## src/hdl/packet_stream_macros.svh

```systemverilog
// Width and depth constants for the packet stream design, included by the package and RTL modules
`ifndef PACKET_STREAM_MACROS_SVH
`define PACKET_STREAM_MACROS_SVH

// bits in one data word
`define PS_WORD_WIDTH 32

// words gathered into one FIFO line entry
`define PS_LANES 4

// address bits of the line FIFO RAM
`define PS_FIFO_ADDR_WIDTH 4

// line entries held by the FIFO, must fit the address width
`define PS_FIFO_DEPTH 16

`endif

```

## src/hdl/packet_stream_pkg.sv

```systemverilog
// Shared data types of the packet stream design, imported by the packer, unpacker and top level
`include "packet_stream_macros.svh"

package packet_stream_pkg;

	// one data word as it enters and leaves the design
	typedef logic [`PS_WORD_WIDTH-1:0] ps_word_t;

	// modulo 2^32 running sum of the words of a frame
	typedef logic [31:0] ps_sum_t;

	// one FIFO entry holding up to four words of a frame
	typedef struct packed {
		ps_word_t [`PS_LANES-1:0] lanes; // lane 0 is the first word in time
		logic [$clog2(`PS_LANES)-1:0] count; // valid lanes minus one
		logic last; // this line closes a frame
	} ps_line_t;

	// the FIFO stores lines as plain vectors of this width
	localparam int PS_LINE_BITS = $bits(ps_line_t);

	// packer: collecting words, or offering a finished line to the FIFO
	typedef enum logic {
		PACK_FILL,
		PACK_PUSH
	} pack_state_t;

	// unpacker: waiting for a line, or handing out its words
	typedef enum logic {
		UNPACK_IDLE,
		UNPACK_EMIT
	} unpack_state_t;

endpackage

```

## src/hdl/block_ram.sv

```systemverilog
// Single-port synchronous RAM with registered read data, used as the line FIFO storage
`timescale 1ns/1ps
`include "packet_stream_macros.svh"

module block_ram #(
	parameter int ADDR_WIDTH = `PS_FIFO_ADDR_WIDTH,
	parameter int DATA_WIDTH = `PS_WORD_WIDTH,
	parameter int DEPTH = `PS_FIFO_DEPTH
)(
	input logic clk,
	input logic [ADDR_WIDTH-1:0] addr,
	input logic [DATA_WIDTH-1:0] wdata,
	input logic we,
	output logic [DATA_WIDTH-1:0] rdata
);

	logic [DATA_WIDTH-1:0] mem [DEPTH]; // storage array, no reset

	always_ff @(posedge clk) begin
		if (we) begin
			mem[addr] <= wdata; // write on the shared address
		end
		rdata <= mem[addr]; // read first, so a write cycle returns the old entry
	end

endmodule

```

## src/hdl/line_fifo.sv

```systemverilog
// FIFO of line entries over a single-port RAM with valid/ready on both sides, sized by the top level
`timescale 1ns/1ps
`include "packet_stream_macros.svh"

module line_fifo #(
	parameter int ADDR_WIDTH = `PS_FIFO_ADDR_WIDTH,
	parameter int DATA_WIDTH = packet_stream_pkg::PS_LINE_BITS,
	parameter int DEPTH = `PS_FIFO_DEPTH
)(
	input logic clk,
	input logic reset,

	// write side
	input logic [DATA_WIDTH-1:0] push_line,
	input logic push_valid,
	output logic push_ready,

	// read side
	output logic [DATA_WIDTH-1:0] pop_line,
	output logic pop_valid,
	input logic pop_ready,

	// fill levels
	output logic fifo_full,
	output logic fifo_almost_full,
	output logic fifo_empty
);

	logic [ADDR_WIDTH-1:0] write_ptr;
	logic [ADDR_WIDTH-1:0] read_ptr;
	logic [ADDR_WIDTH-1:0] write_ptr_next;
	logic [ADDR_WIDTH-1:0] read_ptr_next;
	logic [ADDR_WIDTH-1:0] ram_addr;
	logic [DATA_WIDTH-1:0] ram_rdata;

	logic pop_fire; // a line leaves this cycle
	logic concurrent; // push and pop in the same cycle
	logic has_data; // at least one entry stored
	logic is_full; // every entry stored

	block_ram #(
		.ADDR_WIDTH(ADDR_WIDTH),
		.DATA_WIDTH(DATA_WIDTH),
		.DEPTH(DEPTH)
	) u_ram (
		.clk(clk),
		.addr(ram_addr),
		.wdata(push_line),
		.we(push_ready),
		.rdata(ram_rdata)
	);

	// pointers wrap at DEPTH, which need not be a power of two
	assign write_ptr_next = (write_ptr == ADDR_WIDTH'(DEPTH - 1)) ? '0 : write_ptr + 1'b1;
	assign read_ptr_next = (read_ptr == ADDR_WIDTH'(DEPTH - 1)) ? '0 : read_ptr + 1'b1;

	assign push_ready = push_valid && !is_full; // a push happens whenever this is high
	assign pop_fire = pop_valid && pop_ready;
	assign concurrent = push_ready && pop_fire;

	assign ram_addr = push_ready ? write_ptr : read_ptr; // the write takes the port
	assign pop_line = ram_rdata;

	assign fifo_full = is_full;
	assign fifo_almost_full = (write_ptr_next == read_ptr);
	assign fifo_empty = !has_data;

	// pointers and fill flags
	always_ff @(posedge clk) begin
		if (reset) begin
			write_ptr <= '0;
			read_ptr <= '0;
			has_data <= 1'b0;
			is_full <= 1'b0;
		end else begin
			if (push_ready) begin
				write_ptr <= write_ptr_next;
				has_data <= 1'b1;
				if (fifo_almost_full) begin
					is_full <= 1'b1; // this push takes the last free entry
				end
			end

			// a pop after a push wins the flags, so a concurrent pair keeps the level
			if (pop_fire) begin
				read_ptr <= read_ptr_next;
				is_full <= 1'b0;
				if (read_ptr_next == write_ptr && !concurrent) begin
					has_data <= 1'b0; // the only entry just left
				end
			end
		end
	end

	// The RAM output follows read_ptr one cycle after a cycle with no write,
	// so pop_valid is raised only after such a cycle and dropped on any
	// access that moves a pointer or steals the port.
	always_ff @(posedge clk) begin
		if (reset) begin
			pop_valid <= 1'b0;
		end else if (pop_fire || push_ready) begin
			pop_valid <= 1'b0;
		end else if (has_data) begin
			pop_valid <= 1'b1; // read data of this cycle is the head entry
		end
	end

endmodule

```

## src/hdl/packet_stream_top.sv

```systemverilog
// Top level of the packet stream, connecting the word packer, line FIFO and word unpacker
`timescale 1ns/1ps
`include "packet_stream_macros.svh"

module packet_stream_top (
	input logic clk,
	input logic reset,

	// word input
	input packet_stream_pkg::ps_word_t in_word,
	input logic in_last,
	input logic in_valid,
	output logic in_ready,

	// word output
	output packet_stream_pkg::ps_word_t out_word,
	output logic out_last,
	output packet_stream_pkg::ps_sum_t out_sum,
	output logic out_valid,
	input logic out_ready,

	// FIFO levels
	output logic fifo_full,
	output logic fifo_almost_full,
	output logic fifo_empty
);

	import packet_stream_pkg::*;

	ps_line_t push_line;
	logic push_valid;
	logic push_ready;
	ps_line_t pop_line;
	logic pop_valid;
	logic pop_ready;

	word_packer u_packer (
		.clk(clk),
		.reset(reset),
		.in_word(in_word),
		.in_last(in_last),
		.in_valid(in_valid),
		.in_ready(in_ready),
		.push_line(push_line),
		.push_valid(push_valid),
		.push_ready(push_ready)
	);

	line_fifo #(
		.ADDR_WIDTH(`PS_FIFO_ADDR_WIDTH),
		.DATA_WIDTH(PS_LINE_BITS),
		.DEPTH(`PS_FIFO_DEPTH)
	) u_fifo (
		.clk(clk),
		.reset(reset),
		.push_line(push_line),
		.push_valid(push_valid),
		.push_ready(push_ready),
		.pop_line(pop_line),
		.pop_valid(pop_valid),
		.pop_ready(pop_ready),
		.fifo_full(fifo_full),
		.fifo_almost_full(fifo_almost_full),
		.fifo_empty(fifo_empty)
	);

	word_unpacker u_unpacker (
		.clk(clk),
		.reset(reset),
		.pop_line(pop_line),
		.pop_valid(pop_valid),
		.pop_ready(pop_ready),
		.out_word(out_word),
		.out_last(out_last),
		.out_sum(out_sum),
		.out_valid(out_valid),
		.out_ready(out_ready)
	);

endmodule

```

## src/hdl/word_packer.sv

```systemverilog
// Producer stage that gathers accepted input words into line entries and pushes them into the FIFO
`timescale 1ns/1ps
`include "packet_stream_macros.svh"

module word_packer (
	input logic clk,
	input logic reset,

	// word input
	input packet_stream_pkg::ps_word_t in_word,
	input logic in_last,
	input logic in_valid,
	output logic in_ready,

	// line output toward the FIFO
	output packet_stream_pkg::ps_line_t push_line,
	output logic push_valid,
	input logic push_ready
);

	import packet_stream_pkg::*;

	pack_state_t state;
	logic [$clog2(`PS_LANES)-1:0] lane; // next lane to fill
	logic in_fire; // a word is taken this cycle
	logic line_done; // the accepted word closes the line

	assign in_ready = (state == PACK_FILL);
	assign push_valid = (state == PACK_PUSH);
	assign in_fire = in_valid && in_ready;
	assign line_done = in_last || (lane == $bits(lane)'(`PS_LANES - 1));

	// state and lane counter
	always_ff @(posedge clk) begin
		if (reset) begin
			state <= PACK_FILL;
			lane <= '0;
		end else begin
			case (state)
				PACK_FILL: begin
					if (in_fire) begin
						if (line_done) begin
							state <= PACK_PUSH;
						end else begin
							lane <= lane + 1'b1;
						end
					end
				end
				PACK_PUSH: begin
					if (push_ready) begin
						state <= PACK_FILL; // line handed over, start a new one
						lane <= '0;
					end
				end
				default: state <= PACK_FILL;
			endcase
		end
	end

	// line payload, held steady while PACK_PUSH waits
	always_ff @(posedge clk) begin
		if (in_fire) begin
			push_line.lanes[lane] <= in_word;
			if (line_done) begin
				push_line.count <= lane; // lanes used minus one
				push_line.last <= in_last;
			end
		end
	end

endmodule

```

## src/hdl/word_unpacker.sv

```systemverilog
// Consumer stage that pops line entries and emits their words with end-of-frame flag and frame sum
`timescale 1ns/1ps
`include "packet_stream_macros.svh"

module word_unpacker (
	input logic clk,
	input logic reset,

	// line input from the FIFO
	input packet_stream_pkg::ps_line_t pop_line,
	input logic pop_valid,
	output logic pop_ready,

	// word output
	output packet_stream_pkg::ps_word_t out_word,
	output logic out_last,
	output packet_stream_pkg::ps_sum_t out_sum,
	output logic out_valid,
	input logic out_ready
);

	import packet_stream_pkg::*;

	unpack_state_t state;
	ps_line_t line_q; // the line being handed out
	logic [$clog2(`PS_LANES)-1:0] idx; // lane currently on the output
	ps_sum_t sum_q; // sum of the frame words before the current one
	logic pop_fire;
	logic out_fire;
	logic final_lane; // current lane is the last valid one of the line

	assign pop_ready = (state == UNPACK_IDLE);
	assign pop_fire = pop_valid && pop_ready;

	assign out_valid = (state == UNPACK_EMIT);
	assign out_fire = out_valid && out_ready;

	assign final_lane = (idx == line_q.count);
	assign out_word = line_q.lanes[idx];
	assign out_last = final_lane && line_q.last;
	assign out_sum = sum_q + ps_sum_t'(out_word); // includes the word on the output

	// state, lane index and frame sum
	always_ff @(posedge clk) begin
		if (reset) begin
			state <= UNPACK_IDLE;
			idx <= '0;
			sum_q <= '0;
		end else begin
			case (state)
				UNPACK_IDLE: begin
					if (pop_fire) begin
						state <= UNPACK_EMIT;
						idx <= '0;
					end
				end
				UNPACK_EMIT: begin
					if (out_fire) begin
						sum_q <= out_last ? '0 : out_sum; // a frame end restarts the sum
						if (final_lane) begin
							state <= UNPACK_IDLE;
						end else begin
							idx <= idx + 1'b1;
						end
					end
				end
				default: state <= UNPACK_IDLE;
			endcase
		end
	end

	// popped line payload
	always_ff @(posedge clk) begin
		if (pop_fire) begin
			line_q <= pop_line;
		end
	end

endmodule

```

## config.mk

```make
export PLATFORM = sky130hd
export DESIGN_NAME = packet_stream_top
export DESIGN_NICKNAME = d
export VERILOG_FILES = /design/src/hdl/packet_stream_pkg.sv /design/src/hdl/block_ram.sv /design/src/hdl/line_fifo.sv /design/src/hdl/packet_stream_top.sv /design/src/hdl/word_packer.sv /design/src/hdl/word_unpacker.sv
export VERILOG_INCLUDE_DIRS = /design/src /design/src/hdl
export SDC_FILE = /design/constraint.sdc
export NUM_CORES = 2
export LEC_CHECK = 0
export BUFFER_PORTS_ARGS = -buffer_cell sky130_fd_sc_hd__buf_2
export CORE_MARGIN = 5
export CORE_UTILIZATION = 35
export CTS_CLUSTER_DIAMETER = 150
export DETAILED_ROUTE_END_ITERATION = 10
export GPL_TIMING_DRIVEN = 0
export PLACE_DENSITY = 0.56
export SYNTH_ARGS = -nofsm -noshare
export SYNTH_HDL_FRONTEND = slang
export SYNTH_HIERARCHICAL = 1
export SYNTH_SLANG_ARGS = --single-unit
export TNS_END_PERCENT = 20
```

## constraint.sdc

```tcl
create_clock -name clk -period 12.6 [get_ports clk]
set_clock_uncertainty 0.1 [all_clocks]
set_input_delay 1.26 -clock clk [delete_from_list [all_inputs] [get_ports clk]]
set_output_delay 1.26 -clock clk [all_outputs]
set_load 0.05 [all_outputs]
```

==> impl_results.md <==
* CTS tree: yes
* H-tree depth at 4
* Clock sink count at 2538
* RSZ-0062 raised after global routing: false
* Post-synth top area cell: edfxtp_1
* FF-to-FF setup slack at roughly 6700 ps
* Worst Setup SP: u_unpacker/idx[0]$_SDFFE_PP0P_
* Largest net degree at the start of global routing at 33
* Pint at 13800 uW
* Net switching power at 3920 uW
* Post-route DRC at 0
* Relative slew margins at under 10%
* Grt met3 use at 4.22%
* Worst Path Max Fanout at 10
* PwrDens at 162 mW/mm^2
* Worst Setup Start Kind: flip-flop
* Synth area leaders: edfxtp_1 76%, mux4_2 13%, dfxtp_1 3.9%
* Critical Path End Type: primary output
* Leading cell type in the layout, fill and taps excluded: edfxtp_1
* Num rows at approximately 190
* Final worst path period share at 61.1%
* TNS Setup at 0 ps
* Mapped Nets at 4231
* Yosys top cell area share at 75.7%
* Ys flop type: edfxtp_1
* #FFs+latches synth at 2538
* Pins Over Slew Limit at 0
* Leak at 0.0341 uW
* Sequential Power Share at 53.2%
* Grt peak-use layer: met2
* Fin util at 41.2%
* Worst Tran Pin Value at 1440 ps
* Clk buf depth at 3
* Number of synthesized flops with an enable pin at 2358
* Critical Path RT at 11240 ps
* Clock network power share at 40.6%
* FF-to-FF End: u_fifo/u_ram/mem[10][84]$_DFFE_PP_
* First-pass GRT wire length at 375000 um
* Post-DR vias/cell at about 5.6
* Vias in the first global route at 46200
* Global Route Usage Sum at 19.2%
* Warnings, synthesis at 6
* Sw frac at 22.1%
* Core ar. at 0.266 mm^2
* I/O pin count at 107
* Die width at about 530 um
* Status: finished clean
* Post-CTS Setup Bufs at 0
* Met1 capacity usage during global routing at a little over a quarter
* Max Clk Rate at around 0.13 GHz
* Worst EP arrival at ~6300 ps
* Detail Route Antenna Nets at 0
* Asr flop ratio synth at 0%
* Min Tclk post-route at around 7700 ps
* Initial Util at 35.2%
* Routed WL at about 270000 um
* Reg2reg path depth at 12
* Worst R2R Start: u_packer/push_valid$_SDFF_PP0_
* CTS clk-pin slew, worst paths at 60 ps
* Synth-to-Final Area Change at 17.1%
* Clock latency at the later pin of the worst-skew pair at 880 ps
* Most frequent cells in the layout: 2358 x edfxtp_1, 556 x mux4_2, 273 x a22oi_1
* DRT iter0 DRCs at 5827
* WS Path Type: reg2out
* CP endpoint: out_sum[31]
* Via count at 47000
* Syn Inst Count at around 4200
* Die ar. at 0.278 mm^2
* Hold Path Class: reg2reg
* DP HPWL at between 150000 and 200000 um
* Routability-driven placement congestion ratio at 0.882
* Logic gate share of total power at 6.2%
* Hold buffer count at cts at 0
* # setup viols final at 0
* Root buf cell: clkbuf_16
* Die Ht at 527 um
* Sequential area share after synthesis at 79.5%
* VDD IR-drop max at 0.121 mV
* PostCTS Resize Cnt at 0
* Final hold viol count at 0
* Max Cap Viol at 0
* Num CTS Buffers at 240
* Distinct cell type count of the synthesized netlist at 75
* GR Overflow Total at 0
* Initial antenna violation count at 51
* Drt wl/cell at 32.1 um
* Post-Syn Area at 0.0936 mm^2
* Syn avg cell area at between 20 and 25 um^2
* Layout Nets at 4757
* DRT Pass-1 Iters at 6
* I/O Buffers at 106
* Fraction of layout instances using a drive strength above 1 at 27.0%
* Grt met2 use at 30.1%
==> cells by family (layout without fill, tap and decap cells) <==
group           Yosys count  count (layout)  synth area share [%]
flops                  2538            2538                  79.5
mux                     565             565                  13.5
compound gates          426             426                  3.36
simple gates            330             330                  1.59
buf+inv                 222             962                  1.16
fa+ha+maj                38              38                 0.516
xor+xnor                 37              37                 0.386
other cells               0              12                     0
==> power groups by stage <==
stage / combinational [uW] / clock (uW) / sequential (uW)
floorplan: 694 / 0 / 9550
detailed placement: 1100 / 0 / 9610
global route: 1150 / 7700 / 9440
finish: 1090 / 7200 / 9430
global placement: 1070 / 0 / 9650
CTS: 1100 / 7330 / 9430
==> stage by stage <==
step,instances,power [uW],worst slack [ps],hold slack (ps),instance area [um^2]
after CTS,8429,17900,4720,295,110000
final,8441,17700,4900,289,110000
after detailed placement,7973,10700,5700,289,102000
after global routing,8434,18300,4630,293,110000
after global placement,7795,10700,-13870,289,98500
after floorplan,4156,10200,939,286,93600
==> how the worst min path moves through the flow <==
stage | start | endpoint | slack [ps] | cells past startpoint
after CTS | u_fifo/u_ram/rdata[97]$_DFF_P_ | u_unpacker/line_q[97]$_DFFE_PP_ | 300 | 0
after global placement | u_fifo/u_ram/rdata[96]$_DFF_P_ | u_unpacker/line_q[96]$_DFFE_PP_ | 290 | 0
final | u_fifo/u_ram/rdata[97]$_DFF_P_ | u_unpacker/line_q[97]$_DFFE_PP_ | 290 | 0
after floorplan | u_fifo/u_ram/rdata[0]$_DFF_P_ | u_unpacker/line_q[0]$_DFFE_PP_ | 290 | 0
after detailed placement | u_fifo/u_ram/rdata[119]$_DFF_P_ | u_unpacker/line_q[119]$_DFFE_PP_ | 290 | 0
after global routing | u_fifo/u_ram/rdata[16]$_DFF_P_ | u_unpacker/line_q[16]$_DFFE_PP_ | 290 | 0
==> Yosys cell counts, drive strengths merged (6+ instances only) <==
library cell and count:
a211oi 11, a21o 14, a21oi 43, a22o 11, a22oi 273, and2 17, buf 128, clkbuf 78
dfxtp 180, edfxtp 2358, ha 37, inv 16, mux4 556, nand2 173, nand2b 6, nand3 15
nand4 11, nor2 64, nor2b 7, nor3 14, o21ai 29, xnor2 22, xor2 14
==> metal layers <==
| metal | wire (um) | part of all wire (%) | vias up |
|---|---|---|---|
| met5 | 41 | 0.015 | - |
| met4 | 6920 | 2.6 | 6 |
| met3 | 24600 | 9.1 | 357 |
| met2 | 126000 | 47 | 2233 |
| met1 | 113000 | 42 | 25800 |
| li1 | - | - | 18600 |
==> critical path, cell delays in order, from the launching register on <==
cell and delay (ps):
dfxtp_1 320, buf_4 240, buf_1 840, mux4_2 770
ha_1 460, o21ai_1 120, o211ai_1 420, a311oi_2 180
a21oi_2 410, a21boi_1 150, xor2_1 180, xnor2_1 900
buf_2 420
==> flip-flops by register name, indices dropped and copies added (netlist names), 2 cells and up <==
signal	flops
u_unpacker/sum_q	32
u_unpacker/line_q	131
u_unpacker/idx	2
u_fifo/u_ram/mem	2096
u_fifo/read_ptr	4
u_fifo/u_ram/rdata	131
u_packer/lane	2
u_fifo/write_ptr	4
u_packer/push_line	131
==> layout make-up <==
class / instances / area [um^2]
timing repair buffer: 284 / 3530
inverter: 16 / 60.1
fill: 23200 / 156000
clock inverter: 100 / 1050
tap: 3533 / 4420
antenna: 12 / 30.0
clock buffer: 356 / 6870
multi-input combinational: 1396 / 18200
buffer: 206 / 1030
sequential: 2538 / 74400
(Power assumes the default switching activity.)
